===== config.mk =====
export PLATFORM = sky130hd
export DESIGN_NAME = uart_tx_periph
export DESIGN_NICKNAME = d
export VERILOG_FILES = /design/src/design/uart_tx_pkg.sv /design/src/design/uart_tx_periph.sv /design/src/design/uart_word_serializer.sv /design/src/design/tx_word_fifo.sv /design/src/design/ahb_tx_regs.sv
export SDC_FILE = /design/constraint.sdc
export NUM_CORES = 1
export LEC_CHECK = 0
export BUFFER_PORTS_ARGS = -buffer_cell sky130_fd_sc_hd__clkbuf_2
export CAP_MARGIN = 25
export CORE_ASPECT_RATIO = 1.4
export CORE_UTILIZATION = 50
export DETAILED_ROUTE_END_ITERATION = 10
export PLACE_DENSITY = 0.71
export SLEW_MARGIN = 40
export SYNTH_ARGS = -nofsm -noshare
export SYNTH_HDL_FRONTEND = slang
export SYNTH_HIERARCHICAL = 1
export SYNTH_SLANG_ARGS = --single-unit

===== constraint.sdc =====
create_clock -name clk -period 3.9 [get_ports clk]
set_input_delay 0.78 -clock clk [delete_from_list [all_inputs] [get_ports clk]]
set_output_delay 0.78 -clock clk [all_outputs]
set_load 0.005 [all_outputs]

===== src/design/uart_tx_pkg.sv =====
package uart_tx_pkg;

    // bus widths and register map
    localparam int WORD_WIDTH = 32;
    localparam logic [WORD_WIDTH-1:0] TXDATA_ADDR = 32'h4000_0010;  // write-only data reg

    // uart framing
    localparam int BYTE_WIDTH     = 8;
    localparam int BYTES_PER_WORD = WORD_WIDTH / BYTE_WIDTH;
    localparam int FRAME_BITS     = 11;  // start + 8 data + check + stop

    // ahb transfer types
    typedef enum logic [1:0] {
        IDLE   = 2'b00,
        BUSY   = 2'b01,
        NONSEQ = 2'b10,
        SEQ    = 2'b11
    } htrans_e;

    typedef enum logic [1:0] {
        OKAY  = 2'b00,
        ERROR = 2'b01
    } hresp_e;

    // master to slave, 71 bits
    typedef struct packed {
        logic                  sel;
        logic [WORD_WIDTH-1:0] addr;
        logic                  write;
        htrans_e               trans;
        logic [2:0]            size;
        logic [WORD_WIDTH-1:0] wdata;
    } ahb_req_t;

    // slave to master, 35 bits
    typedef struct packed {
        logic [WORD_WIDTH-1:0] rdata;
        logic                  ready;
        hresp_e                resp;
    } ahb_rsp_t;

    typedef enum logic [1:0] {
        SER_IDLE  = 2'b00,
        SER_FRAME = 2'b01,
        SER_GAP   = 2'b10
    } ser_state_e;

endpackage

===== src/design/uart_tx_periph.sv =====
`timescale 1ns/1ps

module uart_tx_periph #(
    parameter int BIT_PERIOD = 8,
    parameter int FIFO_DEPTH = 4
) (
    input  logic                    clk,
    input  logic                    rst_n,
    input  uart_tx_pkg::ahb_req_t   ahb_req,
    output uart_tx_pkg::ahb_rsp_t   ahb_rsp,
    input  logic                    irq_clear,
    output logic                    tx,
    output logic                    irq_uart
);

    import uart_tx_pkg::*;

    logic                          push;
    logic [WORD_WIDTH-1:0]         push_data;
    logic [$clog2(FIFO_DEPTH):0]   fifo_used;
    logic                          pop;
    logic                          empty;
    logic [WORD_WIDTH-1:0]         head_data;

    // bus side, producer
    ahb_tx_regs #(
        .FIFO_DEPTH (FIFO_DEPTH)
    ) ahb_tx_regs_i (
        .clk       (clk),
        .rst_n     (rst_n),
        .ahb_req   (ahb_req),
        .ahb_rsp   (ahb_rsp),
        .irq_clear (irq_clear),
        .fifo_used (fifo_used),
        .push      (push),
        .push_data (push_data),
        .irq_uart  (irq_uart)
    );

    tx_word_fifo #(
        .FIFO_DEPTH (FIFO_DEPTH)
    ) tx_word_fifo_i (
        .clk       (clk),
        .rst_n     (rst_n),
        .push      (push),
        .push_data (push_data),
        .pop       (pop),
        .empty     (empty),
        .head_data (head_data),
        .fifo_used (fifo_used)
    );

    // line side, consumer
    uart_word_serializer #(
        .BIT_PERIOD (BIT_PERIOD)
    ) uart_word_serializer_i (
        .clk       (clk),
        .rst_n     (rst_n),
        .empty     (empty),
        .head_data (head_data),
        .pop       (pop),
        .tx        (tx)
    );

endmodule


===== src/design/uart_word_serializer.sv =====
`timescale 1ns/1ps

module uart_word_serializer #(
    parameter int BIT_PERIOD = 8
) (
    input  logic                                  clk,
    input  logic                                  rst_n,
    input  logic                                  empty,
    input  logic [uart_tx_pkg::WORD_WIDTH-1:0]    head_data,
    output logic                                  pop,
    output logic                                  tx
);

    import uart_tx_pkg::*;

    localparam int PER_W = (BIT_PERIOD > 1) ? $clog2(BIT_PERIOD) : 1;

    ser_state_e            state;
    logic [PER_W-1:0]      per_cnt;   // clocks within current bit
    logic [3:0]            bit_idx;   // 0..10 within frame
    logic [1:0]            byte_idx;  // 0..3 within word
    logic [WORD_WIDTH-1:0] word_q;
    logic [FRAME_BITS-1:0] frame_q;

    logic                  bit_end;
    logic                  frame_end;
    logic                  word_end;
    logic [3:0]            next_bit;
    logic [1:0]            next_byte;
    logic [BYTE_WIDTH-1:0] next_data;

    // {stop, check, data, start}, sent from bit 0 up
    function automatic logic [FRAME_BITS-1:0] build_frame(input logic [BYTE_WIDTH-1:0] data);
        logic check;
        check = ^data;  // even parity
        return {1'b1, check, data, 1'b0};
    endfunction

    assign pop = (state == SER_IDLE) && !empty;

    assign bit_end   = (state == SER_FRAME) && (per_cnt == PER_W'(BIT_PERIOD - 1));
    assign frame_end = bit_end && (bit_idx == 4'(FRAME_BITS - 1));
    assign word_end  = frame_end && (byte_idx == 2'(BYTES_PER_WORD - 1));

    assign next_bit  = bit_idx + 4'd1;
    assign next_byte = byte_idx + 2'd1;
    assign next_data = word_q[{next_byte, 3'b000} +: BYTE_WIDTH];

    // word and frame payload
    always_ff @(posedge clk) begin
        if (pop) begin
            word_q  <= head_data;
            frame_q <= build_frame(head_data[BYTE_WIDTH-1:0]);  // low byte first
        end else if (frame_end && !word_end) begin
            frame_q <= build_frame(next_data);
        end
    end

    // control FSM
    always_ff @(posedge clk or negedge rst_n) begin
        if (!rst_n) begin
            state <= SER_IDLE;
        end else begin
            case (state)
                SER_IDLE: begin
                    if (pop) begin
                        state <= SER_FRAME;
                    end
                end
                SER_FRAME: begin
                    if (word_end) begin
                        state <= SER_GAP;
                    end
                end
                SER_GAP: begin
                    state <= SER_IDLE;  // one cycle only
                end
                default: begin
                    state <= SER_IDLE;
                end
            endcase
        end
    end

    // bit timing
    always_ff @(posedge clk or negedge rst_n) begin
        if (!rst_n) begin
            per_cnt <= '0;
        end else if (pop || bit_end) begin
            per_cnt <= '0;
        end else if (state == SER_FRAME) begin
            per_cnt <= per_cnt + 1'b1;
        end
    end

    // bit and byte position
    always_ff @(posedge clk or negedge rst_n) begin
        if (!rst_n) begin
            bit_idx  <= '0;
            byte_idx <= '0;
        end else if (pop) begin
            bit_idx  <= '0;
            byte_idx <= '0;
        end else if (frame_end) begin
            bit_idx  <= '0;
            byte_idx <= next_byte;  // wraps to 0 after byte 3
        end else if (bit_end) begin
            bit_idx <= next_bit;
        end
    end

    // line driver, idles high
    always_ff @(posedge clk or negedge rst_n) begin
        if (!rst_n) begin
            tx <= 1'b1;
        end else if (pop) begin
            tx <= 1'b0;  // start bit of byte 0
        end else if (word_end) begin
            tx <= 1'b1;
        end else if (frame_end) begin
            tx <= 1'b0;  // next frame follows directly
        end else if (bit_end) begin
            tx <= frame_q[next_bit];
        end
    end

endmodule


===== src/design/tx_word_fifo.sv =====
`timescale 1ns/1ps

module tx_word_fifo #(
    parameter int FIFO_DEPTH = 4
) (
    input  logic                                  clk,
    input  logic                                  rst_n,
    input  logic                                  push,
    input  logic [uart_tx_pkg::WORD_WIDTH-1:0]    push_data,
    input  logic                                  pop,
    output logic                                  empty,
    output logic [uart_tx_pkg::WORD_WIDTH-1:0]    head_data,
    output logic [$clog2(FIFO_DEPTH):0]           fifo_used
);

    import uart_tx_pkg::*;

    localparam int PTR_W = $clog2(FIFO_DEPTH);
    localparam int CNT_W = PTR_W + 1;

    logic [WORD_WIDTH-1:0] mem [FIFO_DEPTH];
    logic [PTR_W-1:0]      wr_ptr;
    logic [PTR_W-1:0]      rd_ptr;
    logic [CNT_W-1:0]      count;

    // storage
    always_ff @(posedge clk) begin
        if (push) begin
            mem[wr_ptr] <= push_data;
        end
    end

    // pointers wrap on their own, depth is a power of two
    always_ff @(posedge clk or negedge rst_n) begin
        if (!rst_n) begin
            wr_ptr <= '0;
        end else if (push) begin
            wr_ptr <= wr_ptr + 1'b1;
        end
    end

    always_ff @(posedge clk or negedge rst_n) begin
        if (!rst_n) begin
            rd_ptr <= '0;
        end else if (pop) begin
            rd_ptr <= rd_ptr + 1'b1;
        end
    end

    // occupancy
    always_ff @(posedge clk or negedge rst_n) begin
        if (!rst_n) begin
            count <= '0;
        end else begin
            case ({push, pop})
                2'b10:   count <= count + 1'b1;
                2'b01:   count <= count - 1'b1;
                default: count <= count;  // both or neither
            endcase
        end
    end

    assign empty     = (count == '0);
    assign head_data = mem[rd_ptr];  // show-ahead
    assign fifo_used = count;

endmodule


===== src/design/ahb_tx_regs.sv =====
`timescale 1ns/1ps

module ahb_tx_regs #(
    parameter int FIFO_DEPTH = 4
) (
    input  logic                                  clk,
    input  logic                                  rst_n,
    input  uart_tx_pkg::ahb_req_t                 ahb_req,
    output uart_tx_pkg::ahb_rsp_t                 ahb_rsp,
    input  logic                                  irq_clear,
    input  logic [$clog2(FIFO_DEPTH):0]           fifo_used,
    output logic                                  push,
    output logic [uart_tx_pkg::WORD_WIDTH-1:0]    push_data,
    output logic                                  irq_uart
);

    import uart_tx_pkg::*;

    localparam int CNT_W = $clog2(FIFO_DEPTH) + 1;

    logic             addr_phase;
    logic             hit;
    logic             wr_evt;
    logic             rd_evt;
    logic [CNT_W:0]   used_total;
    logic             has_space;
    logic             wr_accept;

    // only NONSEQ opens a transfer, no bursts here
    assign addr_phase = ahb_req.sel && (ahb_req.trans == NONSEQ);
    assign hit        = (ahb_req.addr == TXDATA_ADDR);
    assign wr_evt     = addr_phase && hit && ahb_req.write;
    assign rd_evt     = addr_phase && hit && !ahb_req.write;

    // a push still in its data phase counts as already stored
    assign used_total = {1'b0, fifo_used} + (CNT_W + 1)'(push);
    assign has_space  = (used_total < (CNT_W + 1)'(FIFO_DEPTH));
    assign wr_accept  = wr_evt && has_space;

    // write data arrives one cycle after the address phase
    assign push_data = ahb_req.wdata;

    always_ff @(posedge clk or negedge rst_n) begin
        if (!rst_n) begin
            push <= 1'b0;
        end else begin
            push <= wr_accept;  // lands in the data phase
        end
    end

    // registered response
    always_ff @(posedge clk or negedge rst_n) begin
        if (!rst_n) begin
            ahb_rsp.rdata <= '0;
            ahb_rsp.ready <= 1'b0;
            ahb_rsp.resp  <= ERROR;
        end else begin
            ahb_rsp.rdata <= '0;  // nothing readable
            if (rd_evt) begin
                ahb_rsp.ready <= 1'b0;  // write-only register
                ahb_rsp.resp  <= ERROR;
            end else if (wr_evt && !has_space) begin
                ahb_rsp.ready <= 1'b1;  // full, word dropped
                ahb_rsp.resp  <= ERROR;
            end else begin
                ahb_rsp.ready <= 1'b1;
                ahb_rsp.resp  <= OKAY;
            end
        end
    end

    // sticky flag for illegal reads, clear has priority
    always_ff @(posedge clk or negedge rst_n) begin
        if (!rst_n) begin
            irq_uart <= 1'b0;
        end else if (irq_clear) begin
            irq_uart <= 1'b0;
        end else if (rd_evt) begin
            irq_uart <= 1'b1;
        end
    end

endmodule


* After elaboration in Yosys (flattened, before gate mapping) *
Memory sizes are Yosys's and may differ from the RTL's.
Cells that the tools add are included.

word-level totals
  flip-flop bits (word level) = 65
  memory bits (writable) = 128
  input port bits = 74
  memories kept = 1
  output and inout bits = 37

memory list
  name                depth  width  rd ports  clocked after Yosys merged registers in  wr ports  line                source
  tx_word_fifo_i.mem  4      32     1         0                                        1         tx_word_fifo.sv:21  logic [WORD_WIDTH-1:0] mem [FIFO_DEPTH];

operators by class
  magnitude comparators = 2
  reduce and logical (&&, ||, !) cells = 28
  mux-type cells = 25
  equal/unequal tests = 10
  shift-type cells = 1
  add/sub/neg operators = 8

operators with widths
  kind                  count
  $eq 32x31->1 const B  1
  $shiftx 32x6->8       1
  $mux 10               2
  $reduce_xor 8->1      2
  $mux 4                3
  $logic_and 1x1->1     11
  $mux 1                10
  $reduce_bool 2->1     5
  $mux 3                3
  $mux 2                4
  $add 2x1->2 const B   3
  $add 3x1->3 const B   2
  $eq 2x2->1 const B    3
  $pmux 3 s2            1
  $lt 4x5->1 const B    1
  $add 3x1->4           1
  $add 4x1->4 const B   1
  $bmux 1 s4            1
  $eq 2x1->1 const B    2
  $eq 4x4->1 const B    1
  $logic_not 1->1       4
  $lt 4x3->1 const B    1
  $pmux 2 s2            1
  $reduce_bool 4->1     1
  other kinds (9)       9

* Logic depth before layout (Yosys ltp) *
Gate-level depths: netlist (run 1).

  word-level depth = 8
  gate-level depth with buffers = 10
  depth with buffers taken out = 9

* Cells and area by module *
Netlist (run 1), hierarchy kept.

modules (own cells, without submodules)
  module                area each (sq um)  seq. area each (sq um)  times used  cells each
  tx_word_fifo          5057.4             4018.9                  1           204
  uart_word_serializer  2337.2             1532.7                  1           159
  ahb_tx_regs           760.7              101.3                   1           92

* Worst setup path after synthesis (run 1) *
OpenSTA, ideal clock, no wires.

  path type = register to register
  from = register tx_word_fifo_i.count[0] (netlist: tx_word_fifo_i/fifo_used[0])
  to = register tx_word_fifo_i.count[2] (netlist: tx_word_fifo_i/fifo_used[2])
  clock period less this slack = 3427 ps
  arrival = 3348 ps
  setup slack = 473 ps
  data required time = 3821 ps
  setup time = 79 ps
  cell stages (with the launch flop) = 11
  path through = dfrtp_1 > nor3_1 > or3_1 > inv_1 > buf_1 > ha_1 > inv_1 > fa_1 > xor2_1 > nor2_1 > xor2_1

on the way
  cells in the longest elaborated chain, start to end = 5
  elaborated cells between the ends (all ways) = 9
  classes of those cells = 2 x add/sub; 2 x eq/ne; 1 x mux; 4 x reduce/logical

RTL lines
  what                                                    line                        source
  start: declaration                                      tx_word_fifo.sv:24          logic [CNT_W-1:0] count;
  start signal: assignment                                tx_word_fifo.sv:56          2'b10: count <= count + 1'b1;
  start signal: assignment                                tx_word_fifo.sv:57          2'b01: count <= count - 1'b1;
  start signal: assignment                                tx_word_fifo.sv:58          default: count <= count;
  $logic_not 3->1 *                                       tx_word_fifo.sv:63          assign empty = (count == '0);
  net empty                                               uart_tx_periph.sv:22        logic empty;
  $logic_not 1->1 *                                       uart_word_serializer.sv:39  assign pop = (state == SER_IDLE) && !empty;
  $logic_and 1x1->1 *                                     uart_word_serializer.sv:39
  net pop                                                 uart_tx_periph.sv:21        logic pop;
  $eq 2x1->1 / $eq 2x2->1 (equally long branches)         tx_word_fifo.sv:55          case ({push, pop})
  $pmux 3 s2 / $reduce_bool 2->1 (equally long branches)  n/a

The timed path passes the listed nets; every way through them passes the cells marked *.
A chain may end at the register's enable or synchronous reset.

* Worst setup path in the final report (run 1) *
  from = register uart_word_serializer_i.byte_idx[0]
  to = register uart_word_serializer_i.frame_q[9], data pin

on the way
  cells in the longest elaborated chain, start to end = 5

RTL lines
  what                      line                         source
  start: declaration        uart_word_serializer.sv:21   logic [1:0] byte_idx;
  start signal: assignment  uart_word_serializer.sv:106  byte_idx <= next_byte;
  $add 2x1->2               uart_word_serializer.sv:46   assign next_byte = byte_idx + 2'd1;
  $shiftx 32x6->8           uart_word_serializer.sv:47   assign next_data = word_q[{next_byte, 3'b000} +: BYTE_WIDTH];
  $reduce_xor 8->1          uart_word_serializer.sv:35   check = ^data;
  $mux 10                   uart_word_serializer.sv:54   end else if (frame_end && !word_end) begin
  $mux 10                   uart_word_serializer.sv:51   if (pop) begin
  end signal: assignment    uart_word_serializer.sv:53   frame_q <= build_frame(head_data[BYTE_WIDTH-1:0]);
  end signal: assignment    uart_word_serializer.sv:55   frame_q <= build_frame(next_data);
  end: declaration          uart_word_serializer.sv:23   logic [FRAME_BITS-1:0] frame_q;

No other way between the ends. The select of a mux whose other input is x is not followed.

==> results.sh, run 1 <==
export IMPL_status="complete, no violations"
export IMPL_grt_max_degree=49
export IMPL_grt_pass1_vias=3970
export IMPL_routed_via_density=5.27
export IMPL_hold_violations=0
export IMPL_r2r_end="uart_word_serializer_i/frame_q[9]$_DFFE_PP_"
export IMPL_cts_root_buffer="clkbuf_16"
export IMPL_cp_arrival_ps=2680
export IMPL_cp_slowest_cell="ha_1"
export IMPL_cp_end_kind="flop"
export IMPL_dp_hpwl_um=8000
export IMPL_synthCells=455
export IMPL_n_antenna_cell=0
export IMPL_setup_ws_ps=1370
export IMPL_io_buffers=74
export IMPL_coreArea_um2=15700
export IMPL_cts_tree="done"
export IMPL_routabilityCongestion=0.745
export IMPL_dieArea_um2=16800
export IMPL_grt_pass1_wl_um=20300
export IMPL_layout_commonest_cell="edfxtp_1"
export IMPL_die_w_um=110
export IMPL_drt_first_pass_iters=4
export IMPL_track_usage_pct=16.7
export IMPL_clk_pin_slew_worst_paths_ps=70
export IMPL_slew_viol_final=0
export IMPL_startpoint="uart_word_serializer_i/byte_idx[0]$_DFFE_PN0P_"
export IMPL_synth_async_sr_flop_share_pct=12.0
export IMPL_antenna_found_initial=0
export IMPL_syn2layout_area_growth_pct=9.22
export IMPL_seq_area_frac_synth_pct=69.3
export IMPL_slowest_delay_ps=650
export IMPL_clkLatencyLatePin_ps=420
export IMPL_syn_avg_cell_area_um2=17.9
export IMPL_synth_area_leaders="edfxtp_1, mux4_2, dfrtp_1, buf_4, xnor2_1"
export IMPL_tightest_slew_ps=617
export IMPL_finalWorstPathRequiredPeriod_ps=2530
export IMPL_drv_cap=0
export IMPL_critPathMaxFanout=10
export IMPL_nets=596
export IMPL_fillers=1143
export IMPL_endpoint="uart_word_serializer_i/frame_q[9]$_DFFE_PP_"
export IMPL_overflow=0
export IMPL_layout_common_cells="edfxtp_1, clkbuf_2, mux4_2"
export IMPL_reg2reg_slack_ps=1370
export IMPL_synth_ff_latch_count=192
export IMPL_synth_cell_types=46
export IMPL_fin_util_pct=56.6
export IMPL_worstSetupPathType="flop to flop"
export IMPL_wire_per_inst_um=17.6
export IMPL_fmax_mhz=395
export IMPL_yosys_area_top_type_share_pct=62.2
export IMPL_p_per_area_nw_per_um2=440
export IMPL_drcViolationCount=0
export IMPL_drt_iter0_drc=206
export IMPL_rsz0062_at_grt="false"
export IMPL_power_leakage_nw=3.18
export IMPL_cp_common_cell="xnor2_1"
export IMPL_syn_area_um2=8160
export IMPL_timing_rr_start="uart_word_serializer_i/byte_idx[0]$_DFFE_PN0P_"
export IMPL_worstRegToRegCells=6
export IMPL_design_power_total_mw=3.92
export IMPL_antenna_left=0
export IMPL_cts_resized=0
export IMPL_cts_buffer_depth=2
export IMPL_cts_sinks=192
export IMPL_hold_buffers=0
export IMPL_yosys_warnings=6
export IMPL_synth_edf_count=169
export IMPL_path_cells="ha_1 > mux4_2 > xnor2_1 > xnor2_1 > xnor2_1 > a21oi_1"
export IMPL_pre_cts_ws_ps=1370
export IMPL_num_io_pins=111
export IMPL_final_setup_skew_ps=10.5
export IMPL_post_route_period_util_pct=64.9
export IMPL_cp_required_ps=4050
export IMPL_die_h_um=153
export IMPL_layout_drive_gt1_share_pct=29.6
export IMPL_wl_um=12700
export IMPL_ir_drop_mv=0.328
export IMPL_setup_viol_count_final=0
export IMPL_post_cts_buffers=0
export IMPL_htree_levels=4
export IMPL_cts_buffers=17
export IMPL_relSlewSlack_pct=58.9
export IMPL_rows=54
export IMPL_tns_ps=0
export IMPL_initial_core_util_pct=51.8
export IMPL_via_count=3792
export IMPL_cp_start_kind="flop"
export IMPL_ys_flop_type="edfxtp_1"
export IMPL_yosys_area_top_type="edfxtp_1"
export IMPL_min_path_type="input port to async pin"
## synthesized netlist by cell type (4+ instances only)
master,number
nor4_1,4
mux4_2,37
nor2_1,11
xnor2_1,18
and2_1,6
nor3_1,5
o21ai_0,4
buf_4,65
a21oi_1,4
nand2_1,30
dfrtp_1,21
inv_1,11
edfxtp_1,169
nand3_1,5
mux4_1,4
xor2_1,6
ha_1,10
## metrics by stage
step           hold slack (ps)  instance area, um^2  cells
2_1_floorplan              456                 8280    487
3_3_place_gp               474                 8350    688
3_5_place_dp               481                 8350    688
4_1_cts                    376                 8910    720
5_1_grt                    404                 8910    720
6_report                   366                 8910    720
## per-layer routing
metal	track usage, %	vias to the layer above	share of wire (%)
met5	0	-	0
met2	30.0	109	56
li1	-	1755	-
met3	3.45	10	3.6
met4	5.90	0	1.1
met1	19.3	1918	39
## flip-flops by register name, summed over array words and instances (netlist names)
name                             flops
tx_word_fifo_i/mem                 128
uart_word_serializer_i/word_q       32
uart_word_serializer_i/frame_q       9
uart_word_serializer_i/bit_idx       4
tx_word_fifo_i/fifo_used             3
uart_word_serializer_i/per_cnt       3
ahb_tx_regs_i/ahb_rsp                2
tx_word_fifo_i/rd_ptr                2
tx_word_fifo_i/wr_ptr                2
uart_word_serializer_i/byte_idx      2
uart_word_serializer_i/state         2
ahb_tx_regs_i/irq_uart               1
ahb_tx_regs_i/push                   1
uart_word_serializer_i/tx            1
## critical path: cells and delay by family, from the launching register on
| family | cells | cell delay, ps |
|---|---|---|
| adders and majority gates | 1 | 650 |
| DFF | 1 | 590 |
| muxes | 1 | 400 |
| AOI/OAI and AO/OA | 1 | 80 |
| xor gates and xnor gates | 3 | 540 |
## worst min-delay path by stage
stage                                            startpoint                                       endpoint  slack, ps  depth (start not counted)
floorplan           tx_word_fifo_i/fifo_used[2]$_DFFE_PN0P_        tx_word_fifo_i/fifo_used[2]$_DFFE_PN0P_        460                          1
global placement    tx_word_fifo_i/fifo_used[2]$_DFFE_PN0P_        tx_word_fifo_i/fifo_used[2]$_DFFE_PN0P_        470                          1
detailed placement    uart_word_serializer_i/tx$_DFFE_PN1P_          uart_word_serializer_i/tx$_DFFE_PN1P_        480                          2
CTS                                                   rst_n  uart_word_serializer_i/per_cnt[1]$_DFFE_PN0P_        380                          1
global route                                          rst_n           tx_word_fifo_i/rd_ptr[0]$_DFFE_PN0P_        400                          1
finish                                                rst_n           tx_word_fifo_i/rd_ptr[0]$_DFFE_PN0P_        370                          1
## final cells by class
cell class / count / area [um^2] / area share [%]
Sequential cell: 192 / 5650 / 63.5
Multi-Input combinational cell: 207 / 1980 / 22.2
Clock buffer: 20 / 437 / 4.90
Timing Repair Buffer: 82 / 430 / 4.83
Tap cell: 196 / 245 / 2.75
Clock inverter: 12 / 120 / 1.35
Inverter: 11 / 41.3 / 0.464
## power breakdown
part	switching, mW	internal [mW]	leakage, nW
clock	0.734	0.896	0.274
combinational	0.0370	0.0275	1.08
sequential	0.0000000816	2.23	1.83
## cell families after synthesis
group                    Yosys count  share of synthesized area, %
multiplexers                      45                          12.0
flip-flops                       192                          69.3
XOR/XNOR                          24                          2.58
AND/OR/NAND/NOR                   78                          5.06
adder cells (fa/ha/maj)           11                          1.78
other                              1                        0.0460
AO/OA/AOI/OAI                     16                          1.32
buffers and inverters             88                          7.89
No activity file was read; power rests on OpenSTA's default activity.
==> run 2: changes to the inputs <==
--- a/config.mk
+++ b/config.mk
@@ -5,12 +5,13 @@
 export SDC_FILE = /design/constraint.sdc
 export NUM_CORES = 1
 export LEC_CHECK = 0
+export ABC_AREA = 1
 export BUFFER_PORTS_ARGS = -buffer_cell sky130_fd_sc_hd__clkbuf_2
 export CAP_MARGIN = 25
 export CORE_ASPECT_RATIO = 1.4
 export CORE_UTILIZATION = 50
 export DETAILED_ROUTE_END_ITERATION = 10
-export PLACE_DENSITY = 0.71
+export PLACE_DENSITY = 0.7
 export SLEW_MARGIN = 40
 export SYNTH_ARGS = -nofsm -noshare
 export SYNTH_HDL_FRONTEND = slang
==> constraint.sdc (replaced) <==
create_clock -name clk -period 2.55 [get_ports clk]
set_input_delay 0.51 -clock clk [delete_from_list [all_inputs] [get_ports clk]]
set_output_delay 0.51 -clock clk [all_outputs]
set_load 0.005 [all_outputs]
==> run 2 against run 1 <==
Effect of this change:
- critical path depth grew 2
- sequential share of layout area is 4.9 points lower
- combinational power increased by 80%
==> results.sh, run 2 <==
export IMPL_status="complete, no violations"
export IMPL_yosys_area_top_type_share_pct=57.5
export IMPL_post_route_period_util_pct=80.1
export IMPL_grt_pass1_wl_um=24600
export IMPL_nets=932
export IMPL_fmax_mhz=490
export IMPL_timing_rr_start="tx_word_fifo_i/rd_ptr[1]$_DFFE_PN0P_"
export IMPL_cts_buffers=17
export IMPL_clk_pin_slew_worst_paths_ps=70
export IMPL_cp_arrival_ps=2220
export IMPL_synth_most_common_cell="nand2_1"
export IMPL_finalWorstPathRequiredPeriod_ps=2040
export IMPL_hold_buffers=0
export IMPL_reg2reg_slack_ps=510
export IMPL_cts_resized=0
export IMPL_layout_commonest_cell="nand2_1"
export IMPL_synthCells=805
export IMPL_layout_drive_gt1_share_pct=15.9
export IMPL_cp_start_kind="flop"
export IMPL_wl_um=14900
export IMPL_dieArea_um2=18200
export IMPL_setup_ws_ps=508
export IMPL_clkLatencyLatePin_ps=430
export IMPL_syn_area_um2=8820
export IMPL_io_buffers=74
export IMPL_cts_sinks=192
export IMPL_p_per_area_nw_per_um2=640
export IMPL_synth_top_cells_by_count="nand2_1, edfxtp_1, inv_1"
export IMPL_power_leakage_nw=3.93
export IMPL_yosys_warnings=6
export IMPL_die_h_um=159
export IMPL_die_w_um=114
export IMPL_grt_max_degree=89
export IMPL_cp_required_ps=2720
export IMPL_synth_edf_count=169
export IMPL_synth_async_sr_flop_share_pct=12.0
export IMPL_layout_common_cells="nand2_1, edfxtp_1, inv_1"
export IMPL_relSlewSlack_pct=60.4
export IMPL_met2WireLength_um=8000
export IMPL_ys_flop_type="edfxtp_1"
export IMPL_overflow=0
export IMPL_cts_tree="done"
export IMPL_swShare_pct=22.1
export IMPL_routed_via_density=4.95
export IMPL_min_path_type="input port to async pin"
export IMPL_setup_viol_count_final=0
export IMPL_drt_first_pass_iters=4
export IMPL_synth_ff_latch_count=192
export IMPL_dp_cells=1064
export IMPL_regMostFlops="tx_word_fifo_i/mem"
export IMPL_num_io_pins=111
export IMPL_yosys_area_top_type="edfxtp_1"
export IMPL_worstRegToRegCells=8
export IMPL_cts_buffer_depth=2
export IMPL_largest_registers="tx_word_fifo_i/mem: 128 flops, uart_word_serializer_i/word_q: 32 flops, uart_word_serializer_i/frame_q: 9 flops"
export IMPL_syn2layout_area_growth_pct=9.34
export IMPL_pre_cts_ws_ps=474
export IMPL_slew_viol_final=0
export IMPL_r2r_end="uart_word_serializer_i/frame_q[9]$_DFFE_PP_"
export IMPL_antenna_found_initial=0
export IMPL_seq_area_frac_synth_pct=64.1
export IMPL_tightest_slew_ps=595
export IMPL_drcViolationCount=0
export IMPL_antenna_left=0
export IMPL_track_usage_pct=17.7
export IMPL_fin_cells=1096
export IMPL_design_power_total_mw=6.17
export IMPL_cp_end_kind="flop"
export IMPL_top_layer="met4"
export IMPL_critPathMaxFanout=32
export IMPL_seq_power_share_pct=55.4
export IMPL_syn_avg_cell_area_um2=11.0
export IMPL_n_antenna_cell=0
export IMPL_fillers=1437
export IMPL_clkPwrFrac_pct=42.7
export IMPL_met1Wirelength_um=5930
export IMPL_power_internal_mw=4.81
export IMPL_drt_iter0_drc=267
export IMPL_worstSetupPathType="flop to flop"
export IMPL_grt_pass1_vias=5199
export IMPL_power_frac_comb_pct=1.9
export IMPL_ir_drop_mv=0.490
export IMPL_cts_root_buffer="clkbuf_16"
export IMPL_htree_levels=4
export IMPL_drv_cap=0
export IMPL_dp_hpwl_um=9270
export IMPL_wire_per_inst_um=13.6
export IMPL_largest_reg_flops=128
export IMPL_post_cts_buffers=0
export IMPL_via_count=5420
export IMPL_initial_core_util_pct=50.9
export IMPL_wl_met3_um=540
export IMPL_rsz0062_at_grt="false"
export IMPL_fin_util_pct=55.7
export IMPL_coreArea_um2=17300
export IMPL_hold_violations=0
export IMPL_switchingPower_mw=1.37
export IMPL_final_setup_skew_ps=10.5
export IMPL_synth_cell_types=34
export IMPL_routabilityCongestion=0.806
export IMPL_synth_area_leaders="edfxtp_1, nand2_1, buf_4, dfrtp_1, o211ai_1"
export IMPL_rows=57
export IMPL_tns_ps=0
-- run 2: cell types whose count changed after synthesis, sizes merged, moves of 3 or more --
cell    change
nand2     +197
and2        -6
nor4        -7
mux2i       -3
o21ai      +14
xnor2      -15
nand3      +24
nor2       +20
buf        +17
o211ai     +65
nor3        -3
xor2        +3
mux4       -41
inv        +94
-- run 2: stage by stage --
stage / hold WS [ps] / instance area (um^2)
6_report: 72.6 / 9650
3_3_place_gp: 455 / 9050
3_5_place_dp: 462 / 9050
2_1_floorplan: 214 / 8950
4_1_cts: 86.8 / 9650
5_1_grt: 113 / 9650
-- run 2: final cells by class --
type	instances	area [um^2]	share of cell area, %
multi-input combinational	445	2240	23.2
inverter	106	403	4.18
clock buffer	17	425	4.41
sequential	192	5660	58.6
timing repair buffer	85	457	4.73
tap	236	295	3.06
clock inverter	15	174	1.80
-- run 2: worst max-delay path by stage --
stage                                                 start                                           to  slack (ps)  depth (start not counted)
floorplan           tx_word_fifo_i/fifo_used[0]$_DFFE_PN0P_      tx_word_fifo_i/fifo_used[2]$_DFFE_PN0P_         220                         11
global placement       tx_word_fifo_i/rd_ptr[0]$_DFFE_PN0P_  uart_word_serializer_i/word_q[28]$_DFFE_PP_         550                          4
detailed placement     tx_word_fifo_i/rd_ptr[1]$_DFFE_PN0P_  uart_word_serializer_i/frame_q[9]$_DFFE_PP_         470                          8
CTS                    tx_word_fifo_i/rd_ptr[0]$_DFFE_PN0P_   uart_word_serializer_i/word_q[9]$_DFFE_PP_         470                          4
global route        tx_word_fifo_i/fifo_used[0]$_DFFE_PN0P_      tx_word_fifo_i/fifo_used[2]$_DFFE_PN0P_         300                          9
finish                 tx_word_fifo_i/rd_ptr[1]$_DFFE_PN0P_  uart_word_serializer_i/frame_q[9]$_DFFE_PP_         510                          8
-- run 2: cells by family after synthesis --
kind of cell	count (synthesis)	synth area share, %
fa+ha+maj	11	1.64
compound gates	96	7.64
simple gates	293	13.4
flops	192	64.1
xor+xnor	12	1.19
buf+inv	200	12.0
other cells	1	0.0425
-- run 2: power by group through the flow --
stage | clock [mW] | sequential [mW] | combinational [mW]
3_3_place_gp | 0 | 3.49 | 0.113
2_1_floorplan | 0 | 3.49 | 0.109
4_1_cts | 2.69 | 3.42 | 0.117
6_report | 2.64 | 3.42 | 0.116
3_5_place_dp | 0 | 3.49 | 0.116
5_1_grt | 2.81 | 3.42 | 0.133
-- run 2: worst max-delay path, stage by stage (launching register included) --
cell	delay, ps
dfrtp_1	360
buf_4	390
o211ai_1	160
nand2_1	210
xor2_1	190
xor2_1	210
a21oi_1	90
o21ai_0	80
nand2_1	80
-- run 2: per-layer routing --
layer / up-vias / track usage (%)
met5: - / 0
met4: 0 / 8.21
met3: 23 / 2.74
met2: 140 / 32.3
met1: 2575 / 19.9
li1: 2682 / -
==> run 3: changes to the inputs <==
==> constraint.sdc (replaced) <==
create_clock -name clk -period 2.1 [get_ports clk]
set_input_delay 0.42 -clock clk [delete_from_list [all_inputs] [get_ports clk]]
set_output_delay 0.42 -clock clk [all_outputs]
set_load 0.005 [all_outputs]
==> run 3 against run 2 <==
Effect of this change:
- the run now ends with design-rule violations left
- hold slack better by 59 ps
- first-iteration DRC count shrank 14%
- final cell count rose by 0.91%
- clock-buffer cell count unchanged
- total power up 22%
- via count decreased by 0.79%
- combinational power up 20%
- routed wire length shrank 1.6%
- critical path type unchanged
==> results.sh, run 3 (synthesis gave the netlist of run 2 again) <==
export IMPL_final_setup_skew_ps=6.17
export IMPL_antenna_found_initial=0
export IMPL_die_h_um=159
export IMPL_dp_hpwl_um=9350
export IMPL_min_path_type="input port to flop"
export IMPL_drt_iter0_drc=229
export IMPL_power_internal_mw=6.00
export IMPL_finalWorstPathRequiredPeriod_ps=1980
export IMPL_hold_end="ahb_tx_regs_i/irq_uart$_DFFE_PN0P_"
export IMPL_routed_via_density=4.86
export IMPL_cts_buffer_depth=2
export IMPL_dieArea_um2=18200
export IMPL_swShare_pct=20.2
export IMPL_seq_area_um2=5660
export IMPL_slew_viol_final=0
export IMPL_setup_viol_count_final=0
export IMPL_cp_start_kind="flop"
export IMPL_ir_drop_mv=0.588
export IMPL_cp_required_ps=2280
export IMPL_timing_rr_start="uart_word_serializer_i/byte_idx[1]$_DFFE_PN0P_"
export IMPL_wire_per_inst_um=13.3
export IMPL_largest_reg_flops=128
export IMPL_n_antenna_cell=0
export IMPL_post_route_period_util_pct=94.3
export IMPL_fin_cells=1106
export IMPL_rows=57
export IMPL_layout_drive_gt1_share_pct=17.0
export IMPL_status="finished, violations left"
export IMPL_cp_end_kind="flop"
export IMPL_drcViolationCount=2
export IMPL_rsz0062_at_grt="false"
export IMPL_initial_core_util_pct=50.9
export IMPL_fillers=1409
export IMPL_die_w_um=114
export IMPL_overflow=0
export IMPL_power_leakage_nw=3.99
export IMPL_num_io_pins=111
export IMPL_fmax_mhz=505
export IMPL_layout_common_cells="nand2_1, edfxtp_1, inv_1"
export IMPL_nets=942
export IMPL_track_usage_pct=17.1
export IMPL_holdCritStartpoint="irq_clear"
export IMPL_cts_sinks=192
export IMPL_grt_pass1_wl_um=23700
export IMPL_cp_arrival_ps=2160
export IMPL_syn2layout_area_growth_pct=11.2
export IMPL_reg2reg_slack_ps=120
export IMPL_layout_commonest_cell="nand2_1"
export IMPL_hold_violations=0
export IMPL_seq_power_share_pct=55.2
export IMPL_p_per_area_nw_per_um2=766
export IMPL_io_buffers=74
export IMPL_critPathMaxFanout=12
export IMPL_grt_pass1_vias=5113
export IMPL_regMostFlops="tx_word_fifo_i/mem"
export IMPL_dp_cells=1069
export IMPL_multi_input_area_um2=2240
export IMPL_clkPwrFrac_pct=42.9
export IMPL_failed_checks="design-rule violations"
export IMPL_tightest_slew_ps=585
export IMPL_via_count=5377
export IMPL_largest_registers="tx_word_fifo_i/mem: 128 flops, uart_word_serializer_i/word_q: 32 flops, uart_word_serializer_i/frame_q: 9 flops"
export IMPL_coreArea_um2=17300
export IMPL_worstRegToRegCells=11
export IMPL_grt_max_degree=89
export IMPL_drt_first_pass_iters=7
export IMPL_whs_path_depth=2
export IMPL_clkLatencyLatePin_ps=430
export IMPL_htree_levels=4
export IMPL_worstSetupPathType="flop to flop"
export IMPL_relSlewSlack_pct=61.0
export IMPL_switchingPower_mw=1.52
export IMPL_cts_tree="done"
export IMPL_cts_root_buffer="clkbuf_16"
export IMPL_r2r_end="uart_word_serializer_i/frame_q[9]$_DFFE_PP_"
export IMPL_drv_cap=0
export IMPL_power_frac_comb_pct=1.8
export IMPL_cts_buffers=17
export IMPL_wl_um=14700
export IMPL_clk_pin_slew_worst_paths_ps=70
export IMPL_antenna_left=0
export IMPL_tns_ps=0
export IMPL_routabilityCongestion=0.814
-- run 3: changes by cell type in the layout (fill, tap and decap cells not counted), moves of 2 or more --
cell,previous run,this run
buf_12,0,6
clkinv_8,2,0
clkinv_4,0,2
clkinvlp_4,1,4
inv_8,7,3
inv_6,3,5
bufinv_16,0,2
inv_12,2,0
-- run 3: power groups by stage --
stage,combinational (mW),clock (mW),sequential [mW]
global placement,0.136,0,4.24
global route,0.161,3.42,4.15
detailed placement,0.139,0,4.24
CTS,0.141,3.28,4.15
finish,0.139,3.23,4.15
floorplan,0.133,0,4.24
-- run 3: layout make-up --
cell class	instances	area share [%]
sequential	192	57.7
multi-input combinational	445	22.8
timing repair buffer	94	6.17
clock buffer	17	4.34
inverter	106	4.15
tap	236	3.01
clock inverter	15	1.75
timing repair inverter	1	0.0765
-- run 3: how the worst max path moves through the flow --
stage                                                             end                                            from  slack [ps]
after floorplan               tx_word_fifo_i/fifo_used[2]$_DFFE_PN0P_         tx_word_fifo_i/fifo_used[0]$_DFFE_PN0P_          30
after global placement    uart_word_serializer_i/word_q[29]$_DFFE_PP_            tx_word_fifo_i/rd_ptr[0]$_DFFE_PN0P_         160
after detailed placement  uart_word_serializer_i/word_q[29]$_DFFE_PP_            tx_word_fifo_i/rd_ptr[0]$_DFFE_PN0P_         100
after CTS                 uart_word_serializer_i/word_q[25]$_DFFE_PP_            tx_word_fifo_i/rd_ptr[0]$_DFFE_PN0P_          70
after global routing      uart_word_serializer_i/frame_q[9]$_DFFE_PP_  uart_word_serializer_i/byte_idx[0]$_DFFE_PN0P_           4
final                     uart_word_serializer_i/frame_q[9]$_DFFE_PP_  uart_word_serializer_i/byte_idx[1]$_DFFE_PN0P_         120
-- run 3: layer usage --
layer	up-vias	track usage (%)	part of all wire (%)
li1	2694	-	-
met1	2520	19.2	41
met2	144	30.9	53
met3	19	3.73	4.1
met4	0	7.56	1.8
met5	-	0	0
-- run 3: critical path, cell delays in order (launching register included) --
cell     delay (ps)
dfrtp_1         390
ha_2            400
buf_4           210
nand3_1         160
nand2_2         120
nand2_1          70
nand2_1         100
nand2_1          50
nand2_1          70
nand2_1          50
nand3_1          70
nand2_1          60
-- run 3: through the flow --
step / util, % / power [mW] / area [um^2] / hold WS (ps) / worst slack [ps]
CTS: 56.3 / 7.58 / 9750 / 114 / 68.0
global placement: 52.8 / 4.37 / 9150 / 455 / 158
floorplan: - / 4.37 / 8960 / 124 / 30.5
finish: 56.6 / 7.52 / 9810 / 131 / 119
detailed placement: 52.8 / 4.38 / 9150 / 453 / 103
global route: 56.6 / 7.74 / 9810 / 125 / 3.79
-- run 3: what timing repair did --
item / in CTS / in global routing
hold endpoints to repair: 19 / 0
setup buffers: 0 / 3
setup endpoints to repair: 0 / 1
gates resized for setup: 0 / 3
hold buffers: 1 / 0
